===== config.mk =====
export PLATFORM = sky130hd
export DESIGN_NAME = spis_top
export DESIGN_NICKNAME = d
export VERILOG_FILES = /design/src/verilog/spis_pkg.sv /design/src/verilog/spis_fifo.sv /design/src/verilog/spis_frame.sv /design/src/verilog/spis_reg.sv /design/src/verilog/spis_reg_arb.sv /design/src/verilog/spis_top.sv
export SDC_FILE = /design/constraint.sdc
export NUM_CORES = 1
export LEC_CHECK = 0
export BUFFER_PORTS_ARGS = -buffer_cell sky130_fd_sc_hd__buf_2
export CAP_MARGIN = 20
export CORE_AREA = 2 2 446 337
export CTS_BUF_LIST = sky130_fd_sc_hd__clkbuf_8 sky130_fd_sc_hd__clkbuf_16
export CTS_CLUSTER_SIZE = 24
export DETAILED_ROUTE_END_ITERATION = 8
export DIE_AREA = 0 0 448 339
export GPL_TIMING_DRIVEN = 0
export SLEW_MARGIN = 20
export SYNTH_ARGS = -nofsm -noshare
export SYNTH_HDL_FRONTEND = slang
export SYNTH_HIERARCHICAL = 1
export SYNTH_SLANG_ARGS = --single-unit

===== constraint.sdc =====
create_clock -name aclk -period 7.8 [get_ports aclk]
set_input_delay 0.78 -clock aclk [delete_from_list [all_inputs] [get_ports aclk]]
set_output_delay 0.78 -clock aclk [all_outputs]
set_load 0.005 [all_outputs]

===== src/verilog/spis_pkg.sv =====
/* shared constants and buffer payload types for the spi slave block
   frame is fixed at 8-bit opcode, 16-bit address/tag, 32 data bits */
package spis_pkg;

  // register bus
  localparam int REG_ADDR_W = 16;
  localparam int REG_DATA_W = 32;
  localparam int FIFO_DEPTH = 16;

  // frame layout, bits counted from cs_n falling
  localparam int FRAME_BITS = 56;
  localparam int HDR_BITS   = 24;
  localparam int CNT_W      = 6;

  // opcodes
  localparam logic [7:0] OP_REG_WR    = 8'h02;
  localparam logic [7:0] OP_REG_RD    = 8'h03;
  localparam logic [7:0] OP_WBUF_PUSH = 8'h12;
  localparam logic [7:0] OP_RBUF_POP  = 8'h13;

  ////////////////////
  // register map
  ////////////////////
  localparam logic [REG_ADDR_W-1:0] ADDR_CMD        = 16'h0000;
  localparam logic [REG_ADDR_W-1:0] ADDR_STATUS     = 16'h0004;
  localparam logic [REG_ADDR_W-1:0] ADDR_DIAG0      = 16'h0008;
  localparam logic [REG_ADDR_W-1:0] ADDR_DIAG1      = 16'h000c;
  localparam logic [REG_ADDR_W-1:0] ADDR_RSVD_FIRST = 16'h0030;
  localparam logic [REG_ADDR_W-1:0] ADDR_RSVD_LAST  = 16'h003c;
  localparam logic [REG_ADDR_W-1:0] ADDR_WBUF_STAT  = 16'h0040;
  localparam logic [REG_ADDR_W-1:0] ADDR_WBUF_CTRL  = 16'h0044;
  localparam logic [REG_ADDR_W-1:0] ADDR_RBUF_STAT  = 16'h0048;
  localparam logic [REG_ADDR_W-1:0] ADDR_RBUF_CTRL  = 16'h004c;

  localparam logic [REG_DATA_W-1:0] UNMAPPED_DATA = 32'hdeadbeef;

  // write buffer keeps the frame address as a tag
  typedef struct packed {
    logic [REG_ADDR_W-1:0] tag;
    logic [REG_DATA_W-1:0] data;
  } wbuf_entry_t;

  typedef struct packed {
    logic [REG_DATA_W-1:0] data;
  } rbuf_entry_t;

endpackage


===== src/verilog/spis_fifo.sv =====
/* show-ahead fifo, DEPTH must be a power of two
   push while full is dropped, pop while empty does nothing but flag it */
`timescale 1ns/1ps

module spis_fifo #(
  parameter type payload_t = logic [31:0],
  parameter int  DEPTH     = 16
) (
  input  logic     aclk,
  input  logic     arst_n,
  input  logic     soft_reset,
  input  logic     push,
  input  payload_t wr_data,
  input  logic     pop,
  output payload_t rd_data,
  output logic     full,
  output logic     empty,
  output logic     overflow_sticky,
  output logic     underflow_sticky
);

  localparam int PTR_W = $clog2(DEPTH);

  payload_t         mem [DEPTH];
  logic [PTR_W-1:0] wr_ptr;
  logic [PTR_W-1:0] rd_ptr;
  logic [PTR_W:0]   count;
  logic             do_push;
  logic             do_pop;

  assign full    = (count == (PTR_W+1)'(DEPTH));
  assign empty   = (count == '0);
  assign do_push = push & ~full;
  assign do_pop  = pop & ~empty;

  // head entry always visible
  assign rd_data = mem[rd_ptr];

  always_ff @(posedge aclk) begin
    if (do_push) begin
      mem[wr_ptr] <= wr_data;
    end
  end

  ////////////////////
  // pointers, count and sticky flags
  ////////////////////
  always_ff @(posedge aclk or negedge arst_n) begin
    if (!arst_n) begin
      wr_ptr           <= '0;
      rd_ptr           <= '0;
      count            <= '0;
      overflow_sticky  <= 1'b0;
      underflow_sticky <= 1'b0;
    end else if (soft_reset) begin
      // held level, buffer stays empty
      wr_ptr           <= '0;
      rd_ptr           <= '0;
      count            <= '0;
      overflow_sticky  <= 1'b0;
      underflow_sticky <= 1'b0;
    end else begin
      // pointers wrap on their own width
      if (do_push) begin
        wr_ptr <= wr_ptr + 1'b1;
      end
      if (do_pop) begin
        rd_ptr <= rd_ptr + 1'b1;
      end
      if (do_push && !do_pop) begin
        count <= count + 1'b1;
      end else if (do_pop && !do_push) begin
        count <= count - 1'b1;
      end
      if (push && full) begin
        overflow_sticky <= 1'b1;
      end
      if (pop && empty) begin
        underflow_sticky <= 1'b1;
      end
    end
  end

endmodule


===== src/verilog/spis_frame.sv =====
/* spi mode 0 slave frame engine, sclk at most aclk/4
   read data must be granted before the first data-phase falling edge
   a frame shorter than 56 bits is dropped */
`timescale 1ns/1ps

module spis_frame
  import spis_pkg::*;
(
  input  logic                  aclk,
  input  logic                  arst_n,
  input  logic                  sclk,
  input  logic                  cs_n,
  input  logic                  mosi,
  output logic                  miso,
  output logic                  reg_req,
  output logic                  reg_write,
  output logic [REG_ADDR_W-1:0] reg_addr,
  output logic [REG_DATA_W-1:0] reg_wdata,
  input  logic                  reg_gnt,
  input  logic [REG_DATA_W-1:0] reg_rdata,
  output logic                  wbuf_push,
  output wbuf_entry_t           wbuf_entry,
  output logic                  rbuf_pop,
  input  rbuf_entry_t           rbuf_entry,
  input  logic                  rbuf_empty
);

  logic [2:0]            sclk_sync;
  logic [2:0]            cs_sync;
  logic [1:0]            mosi_sync;
  logic                  sclk_rise;
  logic                  sclk_fall;
  logic                  cs_s;
  logic                  frame_end;
  logic [CNT_W-1:0]      bit_cnt;
  logic [FRAME_BITS-1:0] in_sr;
  logic                  hdr_evt;
  logic [7:0]            hdr_opc;
  logic [7:0]            opc_q;
  logic                  rd_pend;
  logic                  wr_pend;
  logic                  tx_shift;
  logic [REG_DATA_W-1:0] out_sr;

  ////////////////////
  // pin sync and edges
  ////////////////////
  always_ff @(posedge aclk or negedge arst_n) begin
    if (!arst_n) begin
      sclk_sync <= '0;
      cs_sync   <= '1;
      mosi_sync <= '0;
    end else begin
      sclk_sync <= {sclk_sync[1:0], sclk};
      cs_sync   <= {cs_sync[1:0], cs_n};
      mosi_sync <= {mosi_sync[0], mosi};
    end
  end

  assign sclk_rise = sclk_sync[1] & ~sclk_sync[2];
  assign sclk_fall = ~sclk_sync[1] & sclk_sync[2];
  assign cs_s      = cs_sync[1];
  // only a full-length frame counts
  assign frame_end = cs_sync[1] & ~cs_sync[2] & (bit_cnt == CNT_W'(FRAME_BITS));

  // bit counter, held at zero while deselected
  always_ff @(posedge aclk or negedge arst_n) begin
    if (!arst_n) begin
      bit_cnt <= '0;
      hdr_evt <= 1'b0;
    end else begin
      hdr_evt <= sclk_rise & ~cs_s & (bit_cnt == CNT_W'(HDR_BITS - 1));
      if (cs_s) begin
        bit_cnt <= '0;
      end else if (sclk_rise && bit_cnt != CNT_W'(FRAME_BITS)) begin
        bit_cnt <= bit_cnt + 1'b1;
      end
    end
  end

  // msb first, opcode ends up on top
  always_ff @(posedge aclk) begin
    if (!cs_s && sclk_rise && bit_cnt != CNT_W'(FRAME_BITS)) begin
      in_sr <= {in_sr[FRAME_BITS-2:0], mosi_sync[1]};
    end
  end

  // header just completed, opcode sits in bits 23:16
  assign hdr_opc  = in_sr[HDR_BITS-1:HDR_BITS-8];
  assign rbuf_pop = hdr_evt & (hdr_opc == OP_RBUF_POP);

  ////////////////////
  // decode and bus requests
  ////////////////////
  always_ff @(posedge aclk or negedge arst_n) begin
    if (!arst_n) begin
      opc_q     <= '0;
      rd_pend   <= 1'b0;
      wr_pend   <= 1'b0;
      wbuf_push <= 1'b0;
    end else begin
      if (hdr_evt) begin
        opc_q <= hdr_opc;
      end
      // a read dies with its frame
      if (hdr_evt) begin
        rd_pend <= (hdr_opc == OP_REG_RD);
      end else if (reg_gnt || cs_s) begin
        rd_pend <= 1'b0;
      end
      if (frame_end && opc_q == OP_REG_WR) begin
        wr_pend <= 1'b1;
      end else if (reg_gnt) begin
        wr_pend <= 1'b0;
      end
      // one cycle after frame end so reg_wdata is loaded
      wbuf_push <= frame_end & (opc_q == OP_WBUF_PUSH);
    end
  end

  // address from the header, data at frame end
  always_ff @(posedge aclk) begin
    if (hdr_evt) begin
      reg_addr <= in_sr[REG_ADDR_W-1:0];
    end
    if (frame_end) begin
      reg_wdata <= in_sr[REG_DATA_W-1:0];
    end
  end

  assign reg_req         = rd_pend | wr_pend;
  assign reg_write       = wr_pend;
  assign wbuf_entry.tag  = reg_addr;
  assign wbuf_entry.data = reg_wdata;

  ////////////////////
  // miso shifter
  ////////////////////
  assign tx_shift = sclk_fall & (bit_cnt >= CNT_W'(HDR_BITS)) &
                    (bit_cnt < CNT_W'(FRAME_BITS));

  always_ff @(posedge aclk or negedge arst_n) begin
    if (!arst_n) begin
      out_sr <= '0;
      miso   <= 1'b0;
    end else if (cs_s) begin
      out_sr <= '0;
      miso   <= 1'b0;
    end else begin
      // empty pop still pops so the fifo flags underflow
      if (rbuf_pop) begin
        out_sr <= rbuf_empty ? '0 : rbuf_entry.data;
      end else if (rd_pend && reg_gnt) begin
        out_sr <= reg_rdata;
      end else if (tx_shift) begin
        out_sr <= {out_sr[REG_DATA_W-2:0], 1'b0};
      end
      if (tx_shift) begin
        miso <= out_sr[REG_DATA_W-1];
      end
    end
  end

endmodule


===== src/verilog/spis_reg.sv =====
/* control and status registers, read data is combinational
   read data is zero whenever reg_read is low */
`timescale 1ns/1ps

module spis_reg
  import spis_pkg::*;
(
  input  logic                  aclk,
  input  logic                  arst_n,
  input  logic                  reg_write,
  input  logic                  reg_read,
  input  logic [REG_ADDR_W-1:0] reg_addr,
  input  logic [REG_DATA_W-1:0] reg_wdata,
  output logic [REG_DATA_W-1:0] reg_rdata,
  input  logic                  cmd_done,
  input  logic                  load_diag0,
  input  logic                  load_diag1,
  input  logic [REG_DATA_W-1:0] status_in,
  input  logic [REG_DATA_W-1:0] diag0_in,
  input  logic [REG_DATA_W-1:0] diag1_in,
  input  logic                  wbuf_ovf,
  input  logic                  wbuf_unf,
  input  logic                  rbuf_ovf,
  input  logic                  rbuf_unf,
  output logic                  wbuf_soft_reset,
  output logic                  rbuf_soft_reset,
  output logic [REG_DATA_W-1:0] s_cmd
);

  logic [REG_DATA_W-1:0] s_status;
  logic [REG_DATA_W-1:0] s_diag0;
  logic [REG_DATA_W-1:0] s_diag1;
  logic [REG_DATA_W-1:0] wbuf_stat;
  logic [REG_DATA_W-1:0] wbuf_ctrl;
  logic [REG_DATA_W-1:0] rbuf_stat;
  logic [REG_DATA_W-1:0] rbuf_ctrl;
  logic                  rsvd_hit;

  // soft reset levels straight from ctrl bit 0
  assign wbuf_soft_reset = wbuf_ctrl[0];
  assign rbuf_soft_reset = rbuf_ctrl[0];

  ////////////////////
  // register updates
  ////////////////////
  always_ff @(posedge aclk or negedge arst_n) begin
    if (!arst_n) begin
      s_cmd     <= '0;
      s_status  <= '0;
      s_diag0   <= '0;
      s_diag1   <= '0;
      wbuf_stat <= '0;
      wbuf_ctrl <= '0;
      rbuf_stat <= '0;
      rbuf_ctrl <= '0;
    end else begin
      // done beats a same-cycle write, only bit 0 cleared
      if (cmd_done) begin
        s_cmd[0] <= 1'b0;
      end else if (reg_write && reg_addr == ADDR_CMD) begin
        s_cmd <= reg_wdata;
      end
      s_status <= status_in;
      if (load_diag0) begin
        s_diag0 <= diag0_in;
      end
      if (load_diag1) begin
        s_diag1 <= diag1_in;
      end
      // overflow in bit 1, underflow in bit 0
      wbuf_stat <= {30'b0, wbuf_ovf, wbuf_unf};
      rbuf_stat <= {30'b0, rbuf_ovf, rbuf_unf};
      if (reg_write && reg_addr == ADDR_WBUF_CTRL) begin
        wbuf_ctrl <= reg_wdata;
      end
      if (reg_write && reg_addr == ADDR_RBUF_CTRL) begin
        rbuf_ctrl <= reg_wdata;
      end
    end
  end

  // word-aligned hole at 0x30..0x3c
  assign rsvd_hit = (reg_addr >= ADDR_RSVD_FIRST) && (reg_addr <= ADDR_RSVD_LAST) &&
                    (reg_addr[1:0] == 2'b00);

  ////////////////////
  // read mux
  ////////////////////
  always_comb begin
    reg_rdata = '0;
    if (reg_read) begin
      case (reg_addr)
        // bits 23:21 of cmd read back as zero
        ADDR_CMD:       reg_rdata = {s_cmd[31:24], 3'b000, s_cmd[20:0]};
        ADDR_STATUS:    reg_rdata = s_status;
        ADDR_DIAG0:     reg_rdata = s_diag0;
        ADDR_DIAG1:     reg_rdata = s_diag1;
        ADDR_WBUF_STAT: reg_rdata = wbuf_stat;
        ADDR_WBUF_CTRL: reg_rdata = wbuf_ctrl;
        ADDR_RBUF_STAT: reg_rdata = rbuf_stat;
        ADDR_RBUF_CTRL: reg_rdata = rbuf_ctrl;
        default:        reg_rdata = rsvd_hit ? '0 : UNMAPPED_DATA;
      endcase
    end
  end

endmodule


===== src/verilog/spis_reg_arb.sv =====
/* two-way round robin onto the register bus, grant is same-cycle
   requesters hold req, write, addr and wdata until they see gnt */
`timescale 1ns/1ps

module spis_reg_arb
  import spis_pkg::*;
(
  input  logic                  aclk,
  input  logic                  arst_n,
  input  logic                  spi_req,
  input  logic                  spi_write,
  input  logic [REG_ADDR_W-1:0] spi_addr,
  input  logic [REG_DATA_W-1:0] spi_wdata,
  output logic                  spi_gnt,
  input  logic                  lcl_req,
  input  logic                  lcl_write,
  input  logic [REG_ADDR_W-1:0] lcl_addr,
  input  logic [REG_DATA_W-1:0] lcl_wdata,
  output logic                  lcl_gnt,
  output logic                  reg_write,
  output logic                  reg_read,
  output logic [REG_ADDR_W-1:0] reg_addr,
  output logic [REG_DATA_W-1:0] reg_wdata
);

  // set when the host won last, so the frame engine leads after reset
  logic lcl_last;

  // on a tie the one not granted last wins
  assign spi_gnt = spi_req & (~lcl_req | lcl_last);
  assign lcl_gnt = lcl_req & (~spi_req | ~lcl_last);

  always_ff @(posedge aclk or negedge arst_n) begin
    if (!arst_n) begin
      lcl_last <= 1'b1;
    end else if (spi_gnt) begin
      lcl_last <= 1'b0;
    end else if (lcl_gnt) begin
      lcl_last <= 1'b1;
    end
  end

  // bus mux, strobes only in a grant cycle
  assign reg_write = (spi_gnt & spi_write) | (lcl_gnt & lcl_write);
  assign reg_read  = (spi_gnt & ~spi_write) | (lcl_gnt & ~lcl_write);
  assign reg_addr  = lcl_gnt ? lcl_addr : spi_addr;
  assign reg_wdata = lcl_gnt ? lcl_wdata : spi_wdata;

endmodule


===== src/verilog/spis_top.sv =====
/* spi slave register and buffer subsystem, all logic on aclk
   local host and spi frames share the register block round robin */
`timescale 1ns/1ps

module spis_top
  import spis_pkg::*;
(
  input  logic                  aclk,
  input  logic                  arst_n,
  input  logic                  sclk,
  input  logic                  cs_n,
  input  logic                  mosi,
  output logic                  miso,
  input  logic                  lcl_req,
  input  logic                  lcl_write,
  input  logic [REG_ADDR_W-1:0] lcl_addr,
  input  logic [REG_DATA_W-1:0] lcl_wdata,
  output logic                  lcl_gnt,
  output logic [REG_DATA_W-1:0] lcl_rdata,
  input  logic                  wbuf_pop,
  output wbuf_entry_t           wbuf_entry,
  output logic                  wbuf_empty,
  input  logic                  rbuf_push,
  input  rbuf_entry_t           rbuf_data,
  output logic                  rbuf_full,
  input  logic                  cmd_done,
  input  logic [REG_DATA_W-1:0] status_in,
  input  logic [REG_DATA_W-1:0] diag0_in,
  input  logic [REG_DATA_W-1:0] diag1_in,
  input  logic                  load_diag0,
  input  logic                  load_diag1,
  output logic [REG_DATA_W-1:0] s_cmd
);

  // frame engine side of the bus
  logic                  spi_req;
  logic                  spi_write;
  logic [REG_ADDR_W-1:0] spi_addr;
  logic [REG_DATA_W-1:0] spi_wdata;
  logic                  spi_gnt;
  // shared register bus
  logic                  reg_write;
  logic                  reg_read;
  logic [REG_ADDR_W-1:0] reg_addr;
  logic [REG_DATA_W-1:0] reg_wdata;
  logic [REG_DATA_W-1:0] reg_rdata;
  // buffers
  logic                  frm_wbuf_push;
  wbuf_entry_t           frm_wbuf_entry;
  logic                  frm_rbuf_pop;
  rbuf_entry_t           rbuf_head;
  logic                  rbuf_empty;
  logic                  wbuf_ovf;
  logic                  wbuf_unf;
  logic                  rbuf_ovf;
  logic                  rbuf_unf;
  logic                  wbuf_soft_reset;
  logic                  rbuf_soft_reset;

  // host sees the same combinational read data in its grant cycle
  assign lcl_rdata = reg_rdata;

  spis_frame u_frame (
    .aclk       (aclk),
    .arst_n     (arst_n),
    .sclk       (sclk),
    .cs_n       (cs_n),
    .mosi       (mosi),
    .miso       (miso),
    .reg_req    (spi_req),
    .reg_write  (spi_write),
    .reg_addr   (spi_addr),
    .reg_wdata  (spi_wdata),
    .reg_gnt    (spi_gnt),
    .reg_rdata  (reg_rdata),
    .wbuf_push  (frm_wbuf_push),
    .wbuf_entry (frm_wbuf_entry),
    .rbuf_pop   (frm_rbuf_pop),
    .rbuf_entry (rbuf_head),
    .rbuf_empty (rbuf_empty)
  );

  spis_reg_arb u_arb (
    .aclk      (aclk),
    .arst_n    (arst_n),
    .spi_req   (spi_req),
    .spi_write (spi_write),
    .spi_addr  (spi_addr),
    .spi_wdata (spi_wdata),
    .spi_gnt   (spi_gnt),
    .lcl_req   (lcl_req),
    .lcl_write (lcl_write),
    .lcl_addr  (lcl_addr),
    .lcl_wdata (lcl_wdata),
    .lcl_gnt   (lcl_gnt),
    .reg_write (reg_write),
    .reg_read  (reg_read),
    .reg_addr  (reg_addr),
    .reg_wdata (reg_wdata)
  );

  spis_reg u_reg (
    .aclk            (aclk),
    .arst_n          (arst_n),
    .reg_write       (reg_write),
    .reg_read        (reg_read),
    .reg_addr        (reg_addr),
    .reg_wdata       (reg_wdata),
    .reg_rdata       (reg_rdata),
    .cmd_done        (cmd_done),
    .load_diag0      (load_diag0),
    .load_diag1      (load_diag1),
    .status_in       (status_in),
    .diag0_in        (diag0_in),
    .diag1_in        (diag1_in),
    .wbuf_ovf        (wbuf_ovf),
    .wbuf_unf        (wbuf_unf),
    .rbuf_ovf        (rbuf_ovf),
    .rbuf_unf        (rbuf_unf),
    .wbuf_soft_reset (wbuf_soft_reset),
    .rbuf_soft_reset (rbuf_soft_reset),
    .s_cmd           (s_cmd)
  );

  ////////////////////
  // buffers
  ////////////////////
  spis_fifo #(
    .payload_t (wbuf_entry_t),
    .DEPTH     (FIFO_DEPTH)
  ) u_wbuf (
    .aclk             (aclk),
    .arst_n           (arst_n),
    .soft_reset       (wbuf_soft_reset),
    .push             (frm_wbuf_push),
    .wr_data          (frm_wbuf_entry),
    .pop              (wbuf_pop),
    .rd_data          (wbuf_entry),
    .full             (),
    .empty            (wbuf_empty),
    .overflow_sticky  (wbuf_ovf),
    .underflow_sticky (wbuf_unf)
  );

  spis_fifo #(
    .payload_t (rbuf_entry_t),
    .DEPTH     (FIFO_DEPTH)
  ) u_rbuf (
    .aclk             (aclk),
    .arst_n           (arst_n),
    .soft_reset       (rbuf_soft_reset),
    .push             (rbuf_push),
    .wr_data          (rbuf_data),
    .pop              (frm_rbuf_pop),
    .rd_data          (rbuf_head),
    .full             (rbuf_full),
    .empty            (rbuf_empty),
    .overflow_sticky  (rbuf_ovf),
    .underflow_sticky (rbuf_unf)
  );

endmodule

== After elaboration in Yosys (flattened, before gate mapping) ==
Memory sizes are Yosys's and may differ from the RTL's.
Cells that the tools add are included.

* Input port bits: 188
* Memories: 2
* Memory bits (writable): 1280
* Flip-flop bits (word level): 366
* Word-level logic and storage cells: 198
* Output and inout bits: 116

* $lt $le $gt $ge: 4
* Equal/unequal tests: 16
* Reduce and logical (&&, ||, !) cells: 46
* Bitwise logic cells: 39
* Muxes and demuxes: 48
* $add $sub $neg: 9

{| class="wikitable"
|+ Memories
! name !! depth !! bits a word !! rd ports !! clocked after memory_dff !! wr ports !! RTL line !! source
|-
| u_wbuf.mem || 16 || 48 || 1 || 0 || 1 || spis_fifo.sv:24 || <nowiki>payload_t mem [DEPTH];</nowiki>
|-
| u_rbuf.mem || 16 || 32 || 1 || 0 || 1 || spis_fifo.sv:24 ||
|}

{| class="wikitable"
|+ Operators by type and width
! operator !! number
|-
| 32-bit 2-to-1 mux || 8
|-
| 32-bit case mux with 8 select lines || 1
|-
| 16-bit by 7-bit == test with 1-bit output (second input constant) || 4
|-
| 16-bit by 4-bit == test with 1-bit output (second input constant) || 2
|-
| 4-bit 2-to-1 mux || 8
|-
| 5-bit 2-to-1 mux || 6
|-
| 2-bit nonzero test || 14
|-
| 1-bit 2-to-1 mux || 22
|-
| 1-bit bitwise AND || 20
|-
| 1-bit logical AND || 18
|-
| 4-bit by 1-bit adder with 4-bit output (second input constant) || 4
|-
| 16-bit by 3-bit == test with 1-bit output (second input constant) || 1
|-
| 8-bit by 2-bit == test with 1-bit output (second input constant) || 2
|-
| 8-bit by 5-bit == test with 1-bit output (second input constant) || 2
|-
| 16-bit by 6-bit greater-or-equal comparator with 1-bit output (second input constant) || 1
|-
| 16-bit by 6-bit less-or-equal comparator with 1-bit output (second input constant) || 1
|-
| 16-bit logical NOT || 1
|-
| 16-bit 2-to-1 mux || 1
|-
| 1-bit NOT || 14
|-
| 6-bit 2-to-1 mux || 2
|-
| 5-bit by 1-bit adder with 5-bit output (second input constant) || 2
|-
| 5-bit == test (second input constant) || 2
|-
| 5-bit logical NOT || 2
|-
| 5-bit by 1-bit subtractor with 5-bit output (second input constant) || 2
|-
| other kinds (13) || 22
|}

== Logic depth before layout (Yosys ltp) ==
* Word-level depth: 14
* Depth in mapped cells: 18
* Mapped depth without buffers: 12

== Cells and area by module ==
Netlist, hierarchy kept.

{| class="wikitable"
|+ Modules (own cells, without submodules)
! module !! area each (um^2) !! cells an instance !! instances !! seq. area each (um^2)
|-
| spis_fifo (u_wbuf) || 30058.8 || 1185 || 1 || 23437.5
|-
| spis_fifo (u_rbuf) || 20255.7 || 831 || 1 || 15750.1
|-
| spis_reg || 8518.2 || 603 || 1 || 4904.7
|-
| spis_frame || 6491.2 || 474 || 1 || 3882.5
|-
| spis_reg_arb || 683.2 || 63 || 1 || 26.3
|}

== Least setup slack after synthesis ==
Ideal clock, no wire load.

* Path kind: reg-to-reg
* Start point: reg u_frame.wbuf_push
* End point: mem u_wbuf/mem[0][0] (netlist name) (enable)
* Arrival: 4465 ps
* Path buffers: 1
* Required time: 7287 ps
* Library setup time: 513 ps
* Setup slack: 2822 ps
* Cell stages (with the launch flop): 6
* Clock period less this slack: 4978 ps
* Cells stage by stage: dfrtp_1 clkbuf_1 inv_1 a21oi_1 nand2_1 nor3_1

* Longest elaborated chain between the ends: 3

{| class="wikitable"
|+ RTL lines
! what !! RTL line !! source
|-
| from (decl) || spis_frame.sv:21 || <nowiki>output logic wbuf_push,</nowiki>
|-
| from (signal assigned) || spis_frame.sv:117 || <nowiki>wbuf_push <= frame_end & (opc_q == OP_WBUF_PUSH);</nowiki>
|-
| 1-bit bitwise AND || spis_fifo.sv:33 || <nowiki>assign do_push = push & ~full;</nowiki>
|-
| 1-bit 2-to-1 mux || spis_fifo.sv:40 || <nowiki>if (do_push) begin</nowiki>
|-
| 1-bit 2-to-1 mux (implied by the code) || spis_fifo.sv:41 || <nowiki>mem[wr_ptr] <= wr_data;</nowiki>
|-
| to (decl) || spis_fifo.sv:24 ||
|}

Every way passes these cells.

== Worst setup path after layout ==
* Start point: reg u_frame.rd_pend
* End point: out lcl_rdata[18]

* Longest elaborated chain between the ends: 11
* Elaborated cells on any way between the ends: 25
* Those cells by class: order compare (2); eq/ne (7); mux (4); bitwise (8); reduce/logical (4)

{| class="wikitable"
|+ RTL lines
! what !! RTL line !! source
|-
| from (decl) || spis_frame.sv:40 || <nowiki>logic rd_pend;</nowiki>
|-
| from (signal assigned) || spis_frame.sv:107 || <nowiki>rd_pend <= (hdr_opc == OP_REG_RD);</nowiki>
|-
| 1-bit OR * || spis_frame.sv:131 || <nowiki>assign reg_req = rd_pend | wr_pend;</nowiki>
|-
| via spi_req || spis_top.sv:36 || <nowiki>logic spi_req;</nowiki>
|-
| 1-bit NOT * || spis_reg_arb.sv:31 || <nowiki>assign lcl_gnt = lcl_req & (~spi_req | ~lcl_last);</nowiki>
|-
| 1-bit OR * || spis_reg_arb.sv:31 ||
|-
| 1-bit bitwise AND * || spis_reg_arb.sv:31 ||
|-
| 16-bit 2-to-1 mux * || spis_reg_arb.sv:46 || <nowiki>assign reg_addr = lcl_gnt ? lcl_addr : spi_addr;</nowiki>
|-
| via reg_addr[9] || spis_top.sv:44 || <nowiki>logic [REG_ADDR_W-1:0] reg_addr;</nowiki>
|-
| 16-bit by 6-bit greater-or-equal comparator with 1-bit output / 16-bit by 6-bit less-or-equal comparator with 1-bit output (equally long branches) || spis_reg.sv:83 || <nowiki>assign rsvd_hit = (reg_addr >= ADDR_RSVD_FIRST) && (reg_addr <= ADDR_RSVD_LAST) &&</nowiki>
|-
| 1-bit logical AND (2 in a row) || spis_reg.sv:83 ||
|-
| 32-bit 2-to-1 mux || spis_reg.sv:102 || <nowiki>default: reg_rdata = rsvd_hit ? '0 : UNMAPPED_DATA;</nowiki>
|-
| 32-bit case mux with 8 select lines * || spis_reg.sv:92 || <nowiki>case (reg_addr)</nowiki>
|-
| 32-bit 2-to-1 mux * || spis_reg.sv:91 || <nowiki>if (reg_read) begin</nowiki>
|-
| to (decl) || spis_top.sv:19 || <nowiki>output logic [REG_DATA_W-1:0] lcl_rdata,</nowiki>
|}

The timed path passes the listed nets; every way through them passes the cells marked *.

==> metrics.yaml <==
outcome: "finished clean"
period_share: 0.959
fmax_ghz: 0.134
io_pins: 304
synthCells: 3156
io_buffers: 299
worst-setup-path-type: "reg2out"
dpl_cell_area_um2: 72400
hp-class: "in2reg"
drc_errors: 0
synth.distinct_cells: 73
drt-met1-wl_mm: 81.4
rows: 122
area_growth_pct: 17.5
antenna_found_initial: 32
yosysMostFrequentCell: "edfxtp_1"
min_period_ns: 7.48
cp_max_fo: 10
cp.arrival_ns: 6.70
ff_latch_area_um2: 48000
grt_pass1_wl_mm: 264
worstPathRequired_ns: 7.02
grt_pass1_vias: 34300
worstMarginPinSlew_ns: 1.25
synth.top_cell.area_share: 0.619
die_x_um: 448
ys_top_cells_by_area: "edfxtp_1 (62%), mux4_2 (13%), dfrtp_1 (11%)"
die-height_um: 339
root_buffer: "clkbuf_16"
n_fill_cell: 11600
numClockSinks: 1646
worst_setup_path_end_kind: "output port"
postCtsSetupRepairBufs: 0
finalHoldViolations: 0
final_area_um2: 77600
first_pass_iters: 5
core_um2: 147000
grtUsageTotal: 0.249
grt_max_degree: 94
wl_mm: 189
synth_edf_count: 1360
dp_hpwl_mm: 134
wl_per_cell_um: 32.2
ant_nets: 0
overflow: 0
die-area_um2: 152000
leakage_nw: 27.2
synth.largest_area_cell: "edfxtp_1"
vias_per_cell: 5.94
synth.cell_area_um2: 66000
finalMaxSlewViolations: 0
clock_latency_ns: 0.80
rsz0062_at_grt: "no"
drive_gt1_frac: 0.374
r2r_slack_ns: 1.44
power_density_nw_per_um2: 281
ys_top_cells_by_count: "edfxtp_1 (1360), mux4_2 (369), dfrtp_1 (282)"
synth_nets: 3366
async_reset_ff_frac: 0.174
final.setup.tns_ns: 0
startpoint_type: "flop"
vias: 34900
yosys_warnings: 6
dp_slack_ns: 1.34
first_iter_violations: 3988
total_power_w: 0.0218
cts_made_buffers: 162
fin_nets: 3956
cts_max_level: 4
peakVddDrop_mv: 0.190
yosys_register_bits: 1646
place.gp.congestion: 0.856
top_layer: "met5"
start_util: 0.449
cts.path.max_buffers: 3
maxCapViolations: 0
multi_input_area_um2: 16700
clkSlewWorstSetupHoldPaths_ns: 0.06
setup_slack_ns: 0.320
dr_wl_met2_mm: 86.4
skew_ns: 0.0444
cts_resized: 0
synth-seq-area-share: 0.727
cts_tree: "done"
wl_met3_mm: 13.9
syn_area_per_cell_um2: 20.9
max_slew_margin: 0.167
setup_violations: 0
synth_top_flop_cell: "edfxtp_1"
==> placed cells by master (no fill, tap or decap), types with 19 or more instances in the layout <==
master and n:
buf_12 31, buf_4 99, buf_16 43, buf_1 21, buf_2 320, clkbuf_1 92, nand3_1 23, clkinv_2 24
edfxtp_1 1360, nand2_1 53, clkinv_1 30, ha_1 20, nor2_1 46, a21oi_1 43, mux2_1 19, inv_1 69
mux4_1 33, clkbuf_16 164, a221oi_1 21, a22o_1 24, mux2i_1 38, a32oi_1 24, mux2_4 29, dfrtp_1 282
buf_6 42, nor2_4 24, mux4_2 369, mux2_2 230, and3_1 33, a21boi_0 36, o21bai_1 31
==> report_power, final <==
part / internal, W / leakage (nW) / switching (W)
registers: 0.00983 / 16.0 / 0.000148
logic: 0.00200 / 8.55 / 0.00227
clock network: 0.00418 / 2.69 / 0.00336
==> final cells by class <==
type	instances	area share
clock inverter	126	0.0117
tap	1984	0.0320
antenna	11	0.000355
clock buffer	172	0.0543
buffer	235	0.0197
timing repair buffer	426	0.0472
inverter	22	0.00106
sequential	1646	0.619
multi-input combinational	1253	0.215
==> kinds of logic after synthesis <==
kind of cell	synth area share
flops	0.727
mux	0.194
buf+inv	0.0242
simple gates	0.0200
compound gates	0.0278
fa+ha+maj	0.00440
xor+xnor	0.00252
==> worst max-delay path: stages, from the launching register on <==
cell and delay [ns]:
dfrtp_1 0.39, buf_6 0.15, clkbuf_1 0.26, inv_1 0.17, nand2_1 0.17, a21boi_4 0.39
buf_4 0.29, mux2_2 0.35, or4_1 0.69, clkbuf_1 0.31, nor3_1 0.33, buf_2 0.33
clkbuf_1 0.65, a32oi_1 0.39, a21oi_1 0.76, buf_2 0.25
==> metrics by stage <==
stage / hold slack, ns / std cells / utilization
after floorplan: 0.331 / 3156 / -
after global placement: 0.333 / 5439 / 0.476
after detailed placement: 0.336 / 5565 / 0.492
after CTS: 0.0214 / 5864 / 0.527
after global routing: 0.0530 / 5873 / 0.527
final: 0.0830 / 5875 / 0.527
==> state kept, by name, summed over array words and instances (netlist names), 8 cells and up <==
signal,flops
u_wbuf/mem,768
u_frame/in_sr,32
u_reg/s_status,32
u_frame/opc_q,8
u_reg/rbuf_ctrl,32
u_frame/reg_wdata,32
u_rbuf/mem,512
u_reg/s_diag0,32
u_reg/s_diag1,32
u_reg/wbuf_ctrl,32
u_frame/reg_addr,16
u_frame/out_sr,32
u_reg/s_cmd,32
==> path summary, 6_finish.rpt <==
check,startpoint,endpoint,cells after the start
min in group asynchronous,arst_n,u_frame/out_sr[5],2
setup reg to reg,u_frame/rd_pend,u_frame/out_sr[18],18
setup / recovery,u_frame/rd_pend,lcl_rdata[18],15
hold reg to reg,u_frame/sclk_sync[0],u_frame/sclk_sync[1],0
max in group asynchronous,arst_n,u_arb/lcl_last,4
hold / removal,status_in[21],u_reg/s_status[21],1
==> repair_timing <==
| item | 4_1_cts | 5_1_grt |
|---|---|---|
| hold buffers | 1 | 0 |
| hold endpoints to repair | 50 | 0 |
| setup endpoints to repair | 0 | 0 |
==> layer usage <==
| metal | track usage | vias to the layer above |
|---|---|---|
| met4 | 0.0994 | 6 |
| met1 | 0.369 | 18900 |
| li1 | - | 14200 |
| met3 | 0.0428 | 292 |
| met2 | 0.369 | 1551 |
| met5 | 0 | - |
(Power assumes the default switching activity.)
